--- src/source/stall_cfg_pkg.sv ---
`default_nettype none

package stall_cfg_pkg;

   // Word addresses of the Wishbone register map
   localparam logic [1:0] addr_ctrl  = 2'd0;
   localparam logic [1:0] addr_mask  = 2'd1;
   // Write only, reads back as zero
   localparam logic [1:0] addr_seed  = 2'd2;
   // Read gives the egress beat count and any write clears it
   localparam logic [1:0] addr_count = 2'd3;

   // Width of the random source and of each stall mask
   localparam int lfsr_width = 16;
   localparam int mask_width = 4;

   // Galois toggle mask for the polynomial x^16 + x^15 + x^13 + x^4 + 1
   localparam logic [lfsr_width-1:0] lfsr_taps = 16'hd008;

   // The egress gate scrambles the shared seed with this so the two gates do not stall in step
   localparam logic [lfsr_width-1:0] egress_seed_xor = 16'h5a3c;

   // Classic Wishbone request as driven by the master
   typedef struct packed {
      logic        cyc;
      logic        stb;
      logic        we;
      logic [1:0]  adr;
      logic [31:0] dat_w;
   } wb_req_t;

   // Slave response with read data valid together with ack
   typedef struct packed {
      logic        ack;
      logic [31:0] dat_r;
   } wb_rsp_t;

   // Settings of one stall gate
   typedef struct packed {
      logic                  enable;
      logic [mask_width-1:0] mask;
   } stall_cfg_t;

endpackage

`default_nettype wire

--- src/source/stream_pkg.sv ---
`default_nettype none

package stream_pkg;

   // Payload width of one stream beat
   localparam int data_width = 32;

   // Number of beats the FIFO between the two gates can hold
   localparam int fifo_depth = 4;

   // Pointer and occupancy widths derived from the depth
   // The count needs one extra state to tell full from empty
   localparam int fifo_ptr_width   = $clog2(fifo_depth);
   localparam int fifo_count_width = $clog2(fifo_depth + 1);

   // One beat on the stream
   // Last marks the end of a packet and travels with the data unchanged
   typedef struct packed {
      logic [data_width-1:0] data;
      logic                  last;
   } stream_beat_t;

endpackage

`default_nettype wire

--- src/source/stall_lfsr.sv ---
`default_nettype none

module stall_lfsr (
   input  logic                                 clk,
   input  logic                                 rst,
   input  logic                                 load,
   input  logic [stall_cfg_pkg::lfsr_width-1:0] seed,
   input  logic                                 step,
   output logic [stall_cfg_pkg::lfsr_width-1:0] value
);

   import stall_cfg_pkg::*;

   // The all zero state would lock the register so a zero seed becomes one
   logic [lfsr_width-1:0] seed_safe;

   assign seed_safe = (seed == '0) ? lfsr_width'(1) : seed;

   // Right shifting Galois form
   // When the bit shifted out is set the tap mask is folded into the new state
   // A load has priority over a step in the same cycle
   always_ff @(posedge clk or posedge rst) begin
      if (rst) begin
         value <= lfsr_width'(1);
      end else if (load) begin
         value <= seed_safe;
      end else if (step) begin
         if (value[0]) begin
            value <= (value >> 1) ^ lfsr_taps;
         end else begin
            value <= value >> 1;
         end
      end
   end

endmodule

`default_nettype wire

--- src/source/handshake_stall.sv ---
`default_nettype none

module handshake_stall #(
   // Set on the egress instance so it scrambles the shared seed
   parameter bit apply_seed_xor = 1'b0
) (
   input  logic                                 clk,
   input  logic                                 rst,
   input  stall_cfg_pkg::stall_cfg_t            cfg,
   input  logic                                 seed_load,
   input  logic [stall_cfg_pkg::lfsr_width-1:0] seed,

   // Upstream side faces the source of the beats
   input  logic                                 s_valid,
   output logic                                 s_ready,
   input  stream_pkg::stream_beat_t             s_beat,

   // Downstream side faces the sink of the beats
   output logic                                 m_valid,
   input  logic                                 m_ready,
   output stream_pkg::stream_beat_t             m_beat
);

   import stall_cfg_pkg::*;

   logic [mask_width-1:0] stall_count;
   logic [lfsr_width-1:0] lfsr_seed;
   logic [lfsr_width-1:0] lfsr_value;
   logic                  gate_open;
   logic                  stall_on;
   logic                  xfer;

   // Each instance starts its random sequence from its own seed
   assign lfsr_seed = apply_seed_xor ? (seed ^ egress_seed_xor) : seed;

   // A zero mask would only ever load zero so it counts as disabled
   assign stall_on = cfg.enable && (cfg.mask != '0);

   // The gate is transparent while no stall is counting down
   assign gate_open = (stall_count == '0);

   // Both directions close together so no transfer can happen during a gap
   assign s_ready = gate_open && m_ready;
   assign m_valid = gate_open && s_valid;
   assign m_beat  = s_beat;

   assign xfer = m_valid && m_ready;

   // After a transfer the gate closes for the masked random value
   // A result of zero leaves the gate open for the next beat
   always_ff @(posedge clk or posedge rst) begin
      if (rst) begin
         stall_count <= '0;
      end else if (!gate_open) begin
         stall_count <= stall_count - 1'b1;
      end else if (xfer && stall_on) begin
         stall_count <= lfsr_value[mask_width-1:0] & cfg.mask;
      end
   end

   // The random source advances once for every stall it decides
   stall_lfsr lfsr_i (
      .clk   (clk),
      .rst   (rst),
      .load  (seed_load),
      .seed  (lfsr_seed),
      .step  (xfer && stall_on),
      .value (lfsr_value)
   );

endmodule

`default_nettype wire

--- src/source/stream_fifo.sv ---
`default_nettype none

module stream_fifo (
   input  logic                     clk,
   input  logic                     rst,

   // Write side
   input  logic                     s_valid,
   output logic                     s_ready,
   input  stream_pkg::stream_beat_t s_beat,

   // Read side
   output logic                     m_valid,
   input  logic                     m_ready,
   output stream_pkg::stream_beat_t m_beat
);

   import stream_pkg::*;

   stream_beat_t                mem [fifo_depth];
   logic [fifo_ptr_width-1:0]   wr_ptr;
   logic [fifo_ptr_width-1:0]   rd_ptr;
   logic [fifo_count_width-1:0] count;
   logic                        full;
   logic                        wr_en;
   logic                        rd_en;

   assign full = (count == fifo_count_width'(fifo_depth));

   // When full a read in the same cycle frees the slot being written
   assign s_ready = !full || m_ready;

   // The head entry comes straight from the storage flops
   // A beat written into an empty buffer shows up one cycle later
   assign m_valid = (count != '0);
   assign m_beat  = mem[rd_ptr];

   assign wr_en = s_valid && s_ready;
   assign rd_en = m_valid && m_ready;

   // Each accepted beat lands in the slot at the write pointer
   always_ff @(posedge clk) begin
      if (wr_en) begin
         mem[wr_ptr] <= s_beat;
      end
   end

   // Pointers wrap at the depth and the count tracks occupancy
   always_ff @(posedge clk or posedge rst) begin
      if (rst) begin
         wr_ptr <= '0;
         rd_ptr <= '0;
         count  <= '0;
      end else begin
         if (wr_en) begin
            wr_ptr <= (wr_ptr == fifo_ptr_width'(fifo_depth - 1)) ? '0 : wr_ptr + 1'b1;
         end
         if (rd_en) begin
            rd_ptr <= (rd_ptr == fifo_ptr_width'(fifo_depth - 1)) ? '0 : rd_ptr + 1'b1;
         end
         // Simultaneous read and write leaves the count unchanged
         if (wr_en && !rd_en) begin
            count <= count + 1'b1;
         end else if (rd_en && !wr_en) begin
            count <= count - 1'b1;
         end
      end
   end

endmodule

`default_nettype wire

--- src/source/stall_regs.sv ---
`default_nettype none

module stall_regs (
   input  logic                                 clk,
   input  logic                                 rst,
   input  stall_cfg_pkg::wb_req_t               wb_req,
   output stall_cfg_pkg::wb_rsp_t               wb_rsp,
   output stall_cfg_pkg::stall_cfg_t            ingress_cfg,
   output stall_cfg_pkg::stall_cfg_t            egress_cfg,
   output logic                                 seed_load,
   output logic [stall_cfg_pkg::lfsr_width-1:0] seed_value,

   // Egress handshake observed for the beat counter
   input  logic                                 m_valid,
   input  logic                                 m_ready
);

   import stall_cfg_pkg::*;

   logic        access;
   logic        wr_access;
   logic [31:0] rd_data;
   logic [31:0] beat_count;

   // A request is served once and ack blocks the next cycle
   // A master that keeps the strobe up gets a second response after a gap
   assign access    = wb_req.cyc && wb_req.stb && !wb_rsp.ack;
   assign wr_access = access && wb_req.we;

   // Read mux gives the register contents at the time of the request
   always_comb begin
      case (wb_req.adr)
         addr_ctrl:  rd_data = {30'd0, egress_cfg.enable, ingress_cfg.enable};
         addr_mask:  rd_data = {24'd0, egress_cfg.mask, ingress_cfg.mask};
         addr_count: rd_data = beat_count;
         default:    rd_data = 32'd0;
      endcase
   end

   // Ack and read data leave from flops one cycle after the request
   always_ff @(posedge clk or posedge rst) begin
      if (rst) begin
         wb_rsp.ack   <= 1'b0;
         wb_rsp.dat_r <= 32'd0;
      end else begin
         wb_rsp.ack <= access;
         if (access) begin
            wb_rsp.dat_r <= rd_data;
         end
      end
   end

   // Control and mask fields for both gates
   always_ff @(posedge clk or posedge rst) begin
      if (rst) begin
         ingress_cfg <= '0;
         egress_cfg  <= '0;
      end else if (wr_access) begin
         if (wb_req.adr == addr_ctrl) begin
            ingress_cfg.enable <= wb_req.dat_w[0];
            egress_cfg.enable  <= wb_req.dat_w[1];
         end
         if (wb_req.adr == addr_mask) begin
            ingress_cfg.mask <= wb_req.dat_w[mask_width-1:0];
            egress_cfg.mask  <= wb_req.dat_w[2*mask_width-1:mask_width];
         end
      end
   end

   // Seed load is a single cycle strobe that comes with the ack
   always_ff @(posedge clk or posedge rst) begin
      if (rst) begin
         seed_load <= 1'b0;
      end else begin
         seed_load <= wr_access && (wb_req.adr == addr_seed);
      end
   end

   // Seed captured in the same cycle as the load strobe is raised
   always_ff @(posedge clk) begin
      if (wr_access && (wb_req.adr == addr_seed)) begin
         seed_value <= wb_req.dat_w[lfsr_width-1:0];
      end
   end

   // Egress beat counter
   // A clear wins over a beat leaving in the same cycle
   always_ff @(posedge clk or posedge rst) begin
      if (rst) begin
         beat_count <= 32'd0;
      end else if (wr_access && (wb_req.adr == addr_count)) begin
         beat_count <= 32'd0;
      end else if (m_valid && m_ready) begin
         beat_count <= beat_count + 32'd1;
      end
   end

endmodule

`default_nettype wire

--- src/source/stream_stall_top.sv ---
`default_nettype none

module stream_stall_top (
   input  logic                     clk,
   input  logic                     rst,

   // Register access
   input  stall_cfg_pkg::wb_req_t   wb_req,
   output stall_cfg_pkg::wb_rsp_t   wb_rsp,

   // Ingress stream port
   input  logic                     s_valid,
   output logic                     s_ready,
   input  stream_pkg::stream_beat_t s_beat,

   // Egress stream port
   output logic                     m_valid,
   input  logic                     m_ready,
   output stream_pkg::stream_beat_t m_beat
);

   import stall_cfg_pkg::*;
   import stream_pkg::*;

   stall_cfg_t            ingress_cfg;
   stall_cfg_t            egress_cfg;
   logic                  seed_load;
   logic [lfsr_width-1:0] seed_value;

   // Link from the ingress gate into the FIFO
   logic                  fifo_in_valid;
   logic                  fifo_in_ready;
   stream_beat_t          fifo_in_beat;

   // Link from the FIFO into the egress gate
   logic                  fifo_out_valid;
   logic                  fifo_out_ready;
   stream_beat_t          fifo_out_beat;

   stall_regs regs_i (
      .clk         (clk),
      .rst         (rst),
      .wb_req      (wb_req),
      .wb_rsp      (wb_rsp),
      .ingress_cfg (ingress_cfg),
      .egress_cfg  (egress_cfg),
      .seed_load   (seed_load),
      .seed_value  (seed_value),
      .m_valid     (m_valid),
      .m_ready     (m_ready)
   );

   // Starves the FIFO by pausing the source side
   handshake_stall #(
      .apply_seed_xor (1'b0)
   ) ingress_stall (
      .clk       (clk),
      .rst       (rst),
      .cfg       (ingress_cfg),
      .seed_load (seed_load),
      .seed      (seed_value),
      .s_valid   (s_valid),
      .s_ready   (s_ready),
      .s_beat    (s_beat),
      .m_valid   (fifo_in_valid),
      .m_ready   (fifo_in_ready),
      .m_beat    (fifo_in_beat)
   );

   stream_fifo fifo_i (
      .clk     (clk),
      .rst     (rst),
      .s_valid (fifo_in_valid),
      .s_ready (fifo_in_ready),
      .s_beat  (fifo_in_beat),
      .m_valid (fifo_out_valid),
      .m_ready (fifo_out_ready),
      .m_beat  (fifo_out_beat)
   );

   // Fills the FIFO by pausing the sink side
   handshake_stall #(
      .apply_seed_xor (1'b1)
   ) egress_stall (
      .clk       (clk),
      .rst       (rst),
      .cfg       (egress_cfg),
      .seed_load (seed_load),
      .seed      (seed_value),
      .s_valid   (fifo_out_valid),
      .s_ready   (fifo_out_ready),
      .s_beat    (fifo_out_beat),
      .m_valid   (m_valid),
      .m_ready   (m_ready),
      .m_beat    (m_beat)
   );

endmodule

`default_nettype wire

--- config.mk ---
export PLATFORM = sky130hd
export DESIGN_NAME = stream_stall_top
export DESIGN_NICKNAME = d
export VERILOG_FILES = /design/src/source/stall_cfg_pkg.sv /design/src/source/stream_pkg.sv /design/src/source/stall_lfsr.sv /design/src/source/handshake_stall.sv /design/src/source/stream_fifo.sv /design/src/source/stall_regs.sv /design/src/source/stream_stall_top.sv
export SDC_FILE = /design/constraint.sdc
export NUM_CORES = 1
export LEC_CHECK = 0
export BUFFER_PORTS_ARGS = -buffer_cell sky130_fd_sc_hd__buf_2
export CORE_ASPECT_RATIO = 0.6
export CORE_MARGIN = 2
export CORE_UTILIZATION = 39
export CTS_BUF_LIST = sky130_fd_sc_hd__clkbuf_8
export DETAILED_ROUTE_END_ITERATION = 7
export GPL_TIMING_DRIVEN = 0
export PLACE_DENSITY = 0.57
export SYNTH_ARGS = -nofsm -noshare
export SYNTH_HDL_FRONTEND = slang
export SYNTH_SLANG_ARGS = --single-unit
export TNS_END_PERCENT = 100
--- constraint.sdc ---
create_clock -name clk -period 5 [get_ports clk]
set_input_delay 0.5 -clock clk [delete_from_list [all_inputs] [get_ports clk]]
set_output_delay 0.5 -clock clk [all_outputs]
set_load 0.02 [all_outputs]
Word-level counts from Yosys, hierarchy flattened
Memory sizes are Yosys's and may differ from the RTL's.
Index checks and enable logic that the tools add are counted.

storage, ports and cells
  flip-flop bits (word level) = 139
  memory bits (writable) = 132
  input port bits = 74
  output and inout port bits = 68
  word-level logic and storage cells = 95
  memories kept = 1

cells by class
  add/subtract/negate cells = 7
  eq/ne operators = 8
  mux-type cells = 21
  bitwise gates (word level) = 5
  reduce and logical (&&, ||, !) cells = 37

memory list
  name        words  width  read ports  clocked after memory_dff  wr ports  RTL line           text
  fifo_i.mem  4      33     1           0                         1         stream_fifo.sv:20  stream_beat_t mem [fifo_depth];

operator list
  cell                   count
  $mux 16                8
  $pmux 32 s3            1
  $mux 32                2
  $add 32x1->32 const B  1
  $logic_not 16->1       2
  $logic_and 1x1->1      18
  $mux 4                 4
  $and 4x4->4            2
  $eq 2x2->1 const B     4
  $logic_not 4->1        2
  $not 3->4              2
  $not 8->8              1
  $reduce_bool 2->1      4
  $reduce_bool 4->1      2
  $sub 4x1->4 const B    2
  $mux 3                 2
  $add 2x1->2 const B    2
  $logic_not 1->1        4
  $mux 2                 2
  $ne 2x2->1 const B     2
  $reduce_and 2->1       2
  $add 3x1->3 const B    1
  $eq 3x3->1 const B     1
  $reduce_bool 3->1      1
  5 further kinds        6

Longest topological paths before layout
Gate-level depths: netlist of run 1.

  depth after elaboration = 8
  mapped depth = 12
  depth with buffers taken out = 11

Modules after synthesis
From an unflattened synthesis of run 1, not the netlist that was laid out.

second synthesis, totals
  cell total of the unflattened synthesis = 871
  area total of the unflattened synthesis = 11888.9 um^2

by module, submodules not included
  module                           instances  cells an instance  area an instance (um^2)  sequential area each (um^2)
  stream_fifo                      1          213                5195.0                   4139.0
  stall_regs                       1          359                3903.7                   2382.3
  stall_lfsr                       2          79                 842.1                    401.6
  handshake_stall (egress_stall)   1          75                 570.5                    100.1
  handshake_stall (ingress_stall)  1          66                 535.5                    100.1

Worst setup path before layout of run 1
OpenSTA, ideal clock, no wires.

  kind = register -> register
  start point = register ingress_stall.stall_count[0]
  end point = memory fifo_i.mem[0][0] (netlist name) (enable)
  setup time = 393 ps
  data arrival time = 2427 ps
  required time = 4607 ps
  setup slack = 2179 ps
  stages on the path, launching flop included = 6
  path buffers = 0
  clock period less this slack = 2821 ps
  path through = dfrtp_1 inv_1 ha_1 nor3b_1 o21a_1 and3_1

on the way
  word-level cells in the longest chain between the ends = 5

ends and longest elaborated chain
  what                          RTL line               text
  start, declared               handshake_stall.sv:26  logic [mask_width-1:0] stall_count;
  start signal, assigned        handshake_stall.sv:55  stall_count <= stall_count - 1'b1;
  start signal, assigned        handshake_stall.sv:57  stall_count <= lfsr_value[mask_width-1:0] & cfg.mask;
  $logic_not 4->1               handshake_stall.sv:40  assign gate_open = (stall_count == '0);
  $logic_and 1x1->1             handshake_stall.sv:44  assign m_valid = gate_open && s_valid;
  $logic_and 1x1->1             stream_fifo.sv:38      assign wr_en = s_valid && s_ready;
  $mux 1                        stream_fifo.sv:43      if (wr_en) begin
  $mux 1 (not written as such)  stream_fifo.sv:44      mem[wr_ptr] <= s_beat;
  end, declared                 stream_fifo.sv:20

Every way passes these cells.

==> results of run 1 <==
[state kept, by name, summed over array words and instances (netlist names)]
signal                      count
regs_i.seed_load                1
regs_i.ingress_cfg              5
ingress_stall.lfsr_i.value     16
ingress_stall.stall_count       4
regs_i.beat_count              32
fifo_i.mem                    132
regs_i.egress_cfg               5
fifo_i.rd_ptr                   2
fifo_i.wr_ptr                   2
egress_stall.lfsr_i.value      16
egress_stall.stall_count        4
regs_i.seed_value              16
fifo_i.count                    3
regs_i.wb_rsp                  33
[per-stage QoR]
stage,worst slack [ns],instances,power (mW)
after floorplan,1.23,827,3.97
after global placement,-0.602,1327,4.43
after detailed placement,1.87,1328,4.47
after CTS,1.50,1406,6.21
after global routing,1.39,1406,6.49
final,1.65,1406,6.12
[cells by family (layout without fill, tap and decap cells)]
logic type	Yosys count	count (layout)	share of synthesized area (%)
adder cells (fa/ha/maj)	12	12	1.38
AO/OA/AOI/OAI	147	147	7.98
buffers and inverters	64	268	2.30
flip-flops	271	271	65.8
multiplexers	71	71	10.0
XOR/XNOR	16	16	1.23
AND/OR/NAND/NOR	246	246	11.3
[where the power goes]
group          switching, mW  leakage (nW)  internal (mW)
clock network          0.882         0.453          0.837
logic                  0.872          1.85          0.650
registers              0.226          2.92           2.66
[worst paths after layout]
check	start	to	slack (ns)	cells past startpoint
worst max-delay path	fifo_i.rd_ptr[0]$_DFFE_PP0P_	m_beat[25]	1.65	4
worst min-delay path	wb_req[7]	regs_i.seed_value[7]$_DFFE_PP_	0.13	1
worst max register to register	egress_stall.stall_count[0]$_DFFE_PP0P_	fifo_i.count[1]$_DFFE_PP0P_	1.88	10
worst min register to register	regs_i.wb_rsp[13]$_DFFE_PP0P_	regs_i.wb_rsp[13]$_DFFE_PP0P_	0.47	2
max in group asynchronous	rst	egress_stall.lfsr_i.value[0]$_DFFE_PP1P_	3.72	4
min in group asynchronous	rst	regs_i.wb_rsp[11]$_DFFE_PP0P_	0.51	3
[cells in the final DEF, fill, tap and decap left out, types with 14 or more instances in the layout]
master,synthesis,final
nor2_1,19,19
mux2_2,16,16
nand2_1,100,100
mux2i_1,22,22
o21ai_0,32,32
edfxtp_1,148,148
clkbuf_8,0,45
nand4_1,14,14
inv_1,15,28
buf_2,6,131
xor2_1,14,14
mux4_2,33,33
dfrtp_1,121,121
clkbuf_1,31,31
nand3_1,19,19
a21oi_1,55,55
[cell type report]
cell class	instances	area, um2
clock buffer	45	619
multi-input combinational	492	3650
tap	375	469
fill	2626	15400
clock inverter	32	139
timing repair buffer	127	663
inverter	15	61.3
buffer	49	206
sequential	271	7520
[per-layer routing]
metal / routed length, um / GRT usage, %
met1: 14400 / 29.1
met2: 10800 / 23.5
met3: 1330 / 3.65
met4: 447 / 4.75
met5: 0 / 0
==> impl_metrics.ini, run 1 <==
[clock_network]
clk_path_buf_depth = 3
cts_sinks = 271
hold_buffers = 1
insertion_delay_ns = 0.56
cts.htree.levels = 2
cts_root_buf = clkbuf_8
path_clk_slew_ns = 0.07
ctsResizeCount = 0
cts_tree = built
cts_made_buffers = 42
postCtsSetupBuffers = 0

[cells_and_area]
nets = 1084
design_area_um2 = 13300
drive_gt1_share_pct = 25.1
final_util_pct = 46.4
antenna-diode-count = 0
syn_to_final_growth_pct = 16.6

[yosys]
ys.flop_type = edfxtp_1
synth.most_common_cell = edfxtp_1
synth_nets = 913
yosysTopAreaCell = edfxtp_1
async_reset_ff_share_pct = 45.4
synth.top_cells.by_area = edfxtp_1 (39%), dfrtp_1 (26%), mux4_2 (6.5%)
synth_area_um2 = 11400
synth_edf_count = 148
yosys-top-cells-count = edfxtp_1 (148), dfrtp_1 (121), nand2_1 (100), a21oi_1 (55), mux4_2 (33)
synthCells = 827
yosysUniqueCellTypes = 66
yosysWarnings = 0
synth_top_cell_area_share_pct = 38.9
synth_seq_area_share_pct = 65.8
ys_seq_elements = 271
synth_area_per_cell_um2 = 13.8

[worst_setup_path]
cpMaxStageDelayCell = buf_1
critPathTopFamily = buffers and inverters
crit_fanout = 10
cp_cell_sequence = clkbuf_1, buf_1, mux4_2, buf_2
critPathCaptureType = output port
worst_setup_path_start_kind = flip-flop
crit_type = reg -> out
cp.arrival_ns = 2.85
max_stage_delay_ns = 0.66
worstPathRequired_ns = 4.50
critPathBufInv = 3

[sta]
min_period_over_period_pct = 66.9
fin_setup_tns_ns = 0
tightest_slew_ns = 1.16
fin_crit_ns = 3.35
fmax_ghz = 0.299
clock_skew_ns = 0.0251
maxSlewHeadroom_pct = 22.1
finalHoldViolCount = 0
holdWs_ns = 0.128
slew_violations = 0
grt_setup_unrepaired = no
setup_violations = 0

[route]
route.detailed.drc = 0
drtIter0Drc = 468
antenna_left = 0
num_vias = 7459
drt-total-wl_mm = 26.9
drt_first_pass_iters = 5
vias_per_cell = 5.31
post_drt_wl_per_cell_um = 19.1

[floorplan]
die_area_um2 = 30800
core-area_um2 = 28800
die_h_um = 137
start_util_pct = 39.8
ios = 142
die-width_um = 225
num_rows = 48

[pwr]
powerDensity_nw_per_um2 = 459
leakagePower_nw = 5.23
peakVddDrop_mv = 0.188

[global_route]
grt_antenna_before_repair = 0
grt_pass1_vias = 7196
grt_max_degree = 78
grt_pass1_wl_mm = 41.9
gr-total-overflow = 0
grt_usage_pct = 17.8

[place]
globalplace.congestion = 0.774
hpwl_mm = 18.4
place_area_um2 = 12600
io_buffers = 125

[outcome]
status = finished clean

[worst_hold_path]
hold_path_class = in -> reg

[run]
maxCapViolCount = 0
(Power assumes the default switching activity.)
==> inputs of run 2 (changes only) <==
--- a/config.mk
+++ b/config.mk
@@ -5,6 +5,7 @@
 export SDC_FILE = /design/constraint.sdc
 export NUM_CORES = 1
 export LEC_CHECK = 0
+export ABC_AREA = 1
 export BUFFER_PORTS_ARGS = -buffer_cell sky130_fd_sc_hd__buf_2
 export CORE_ASPECT_RATIO = 0.6
 export CORE_MARGIN = 2
@@ -12,7 +13,7 @@
 export CTS_BUF_LIST = sky130_fd_sc_hd__clkbuf_8
 export DETAILED_ROUTE_END_ITERATION = 7
 export GPL_TIMING_DRIVEN = 0
-export PLACE_DENSITY = 0.57
+export PLACE_DENSITY = 0.59
 export SYNTH_ARGS = -nofsm -noshare
 export SYNTH_HDL_FRONTEND = slang
 export SYNTH_SLANG_ARGS = --single-unit
==> constraint.sdc (replaced) <==
create_clock -name clk -period 3 [get_ports clk]
set_input_delay 0.3 -clock clk [delete_from_list [all_inputs] [get_ports clk]]
set_output_delay 0.3 -clock clk [all_outputs]
set_load 0.02 [all_outputs]
==> run 2 against run 1 <==
Compared with the run above:
- die area is 4.2% higher
- synthesized cell count up 48%
- core utilization is 2.3 points higher
- routed wire length increased by 17%
- via count up 26%
- register-to-register slack got worse by 1.3 ns
- count of clock-buffer cells in the layout stayed put
- global-route usage increased by 1.9 points
- clock skew rose by 0.0013 ns
- worst hold slack got worse by 0.029 ns
- area after synthesis grew 4.3%
- sequential power increased by 67%
- critical path type unchanged
- largest cell class unchanged
- highest routed layer unchanged
==> impl_metrics.ini, run 2 <==
[yosys]
synth_nets = 1307
synth.top_cells.by_area = edfxtp_1 (37%), dfrtp_1 (25%), nand2_1 (8.1%)
ys.flop_type = edfxtp_1
ys_seq_elements = 271
yosysTopAreaCell = edfxtp_1
synth_top_cell_area_share_pct = 37.3
synth_area_um2 = 11900
async_reset_ff_share_pct = 45.4
synth_edf_count = 148
synthCells = 1221
yosysWarnings = 0
yosys-top-cells-count = nand2_1 (257), nor2_1 (188), edfxtp_1 (148), dfrtp_1 (121), o21ai_0 (120)
synth_area_per_cell_um2 = 9.77
synth.most_common_cell = nand2_1
synth_seq_area_share_pct = 63.1
yosysUniqueCellTypes = 36

[global_route]
gr-total-overflow = 0
grt_pass1_vias = 9007
grt_antenna_before_repair = 1
grt_pass1_wl_mm = 49.7
grt_max_degree = 37
grt_usage_pct = 19.8

[route]
post_drt_wl_per_cell_um = 16.6
vias_per_cell = 4.97
antenna_left = 0
drt_first_pass_iters = 8
num_vias = 9390
drt-total-wl_mm = 31.4
drtIter0Drc = 842
route.detailed.drc = 0

[place]
globalplace.congestion = 0.907
place_inst = 1762
io_buffers = 125
place_area_um2 = 13300
hpwl_mm = 22.1
post-place-ws_ns = 0.592

[worst_setup_path]
cpMaxStageDelayCell = clkbuf_1
cpMostUsedCell = clkbuf_1
cp.arrival_ns = 2.52
max_stage_delay_ns = 0.49
worst_setup_path_start_kind = flip-flop
critPathCaptureType = output port
crit_type = reg -> out
crit_fanout = 10
cp_cell_sequence = inv_1, clkbuf_1, clkbuf_1, nor2_1, o22ai_1, buf_2
worstPathRequired_ns = 2.70

[pwr]
p_int_mw = 7.26
leakagePower_nw = 6.36
p_total_mw = 11.5
p_clk_share_pct = 27.4
powerDensity_nw_per_um2 = 783
power_frac_comb_pct = 30.6
seqPwrFrac_pct = 41.9
peakVddDrop_mv = 0.304
switchingPower_mw = 4.20
switching_share_pct = 36.7

[sta]
clock_skew_ns = 0.0264
slew_violations = 0
tightest_slew_ns = 0.850
fin_crit_ns = 2.82
fmax_ghz = 0.354
min_period_over_period_pct = 94.1
finalHoldViolCount = 0
setup_violations = 0
grt_setup_unrepaired = no
maxSlewHeadroom_pct = 43.2
postLayoutSetupSlackWorst_ns = 0.176

[cells_and_area]
largest_reg_flops = 132
largest_register = fifo_i.mem
layout_commonest_cell = nand2_1
final_cell_mix = nand2_1 (257), nor2_1 (184), edfxtp_1 (148), buf_2 (130), inv_1 (122)
nets = 1535
top_regs = fifo_i.mem: 132 flops, regs_i.wb_rsp: 33 flops, regs_i.beat_count: 32 flops
fillers = 2838
design_area_um2 = 14600
drive_gt1_share_pct = 15.8
syn_to_final_growth_pct = 22.7
fin_cells = 1890

[clock_network]
cts_root_buf = clkbuf_8
path_clk_slew_ns = 0.07
clk_path_buf_depth = 3
cts.htree.levels = 2
insertion_delay_ns = 0.58
cts_tree = built
cts_made_buffers = 43
cts_sinks = 271

[floorplan]
num_rows = 49
die_area_um2 = 32000
core-area_um2 = 30000
ios = 142
start_util_pct = 39.7
die_h_um = 139
die-width_um = 230

[outcome]
status = finished clean

[worst_hold_path]
hold_path_class = in -> reg

[run]
maxCapViolCount = 0
run 2: path summary, 6_finish.rpt:
check / startpoint / end / slack (ns) / depth (start not counted)
worst max-delay path: fifo_i.rd_ptr[0]$_DFFE_PP0P_ / m_beat[18] / 0.18 / 6
worst min-delay path: wb_req[32] / regs_i.seed_value[5]$_DFFE_PP_ / 0.1 / 2
worst max register to register: ingress_stall.stall_count[0]$_DFFE_PP0P_ / fifo_i.count[2]$_DFFE_PP0P_ / 0.61 / 15
worst min register to register: regs_i.wb_rsp[23]$_DFFE_PP0P_ / regs_i.wb_rsp[23]$_DFFE_PP0P_ / 0.48 / 2
max in group asynchronous: rst / ingress_stall.lfsr_i.value[0]$_DFFE_PP1P_ / 1.62 / 5
min in group asynchronous: rst / regs_i.seed_load$_DFF_PP0_ / 0.43 / 3
run 2: kinds of logic (layout without fill, tap and decap cells):
logic type | after synthesis | count (layout) | synth area share [%]
and+or+nand+nor | 558 | 558 | 19.7
buffers and inverters | 159 | 419 | 5.52
DFF | 271 | 271 | 63.1
other | 0 | 1 | 0
AOI/OAI and AO/OA | 214 | 214 | 9.86
adders and majority gates | 12 | 12 | 1.32
xor gates and xnor gates | 7 | 7 | 0.514
run 2: area by class of cell:
| class | instances | area [um2] | area share, % |
|---|---|---|---|
| Tap cell | 408 | 510 | 3.49 |
| Clock inverter | 32 | 225 | 1.54 |
| Antenna cell | 1 | 2.50 | 0.0171 |
| Buffer | 49 | 245 | 1.68 |
| Clock buffer | 45 | 619 | 4.23 |
| Sequential cell | 271 | 7520 | 51.4 |
| Multi-Input combinational cell | 791 | 3780 | 25.8 |
| Inverter | 110 | 419 | 2.86 |
| Timing Repair Buffer | 183 | 1310 | 8.94 |
run 2: layer usage:
layer	vias to the layer above	track usage, %	wire length [um]
li1	4575	-	-
met1	4468	31.3	15900
met2	304	26.8	12400
met3	43	4.57	2570
met4	0	5.09	515
met5	-	0	0
run 2: stage by stage:
stage               TNS (ns)  utilization, %  hold WS, ns
finish                     0            48.7       0.0985
global route               0            48.7       0.0966
CTS                        0            48.7       0.0656
detailed placement         0            44.2        0.460
global placement     -137.10            43.5        0.460
floorplan                  0               -        0.399
run 2: power groups by stage:
stage          clock network, mW  registers (mW)  logic [mW]
2_1_floorplan                  0            4.81        2.26
3_3_place_gp                   0            4.87        3.37
3_5_place_dp                   0            4.86        3.47
4_1_cts                     3.22            4.80        3.54
5_1_grt                     3.40            4.86        3.93
6_report                    3.15            4.81        3.51
run 2: timing repair:
item                                    in CTS  in global routing
endpoints found under the hold margin      189                  0
hold buffers                                50                  0
resized for setup                            1                  2
setup buffers                                0                  0
endpoints found under the setup margin       1                  1
run 2: worst max-delay path: cells and delay by family, from the launching register on:
family / cells / cell delay (ns)
buffers and inverters: 4 / 1.21
and+or+nand+nor: 1 / 0.09
DFF: 1 / 0.44
AOI/OAI and AO/OA: 1 / 0.22
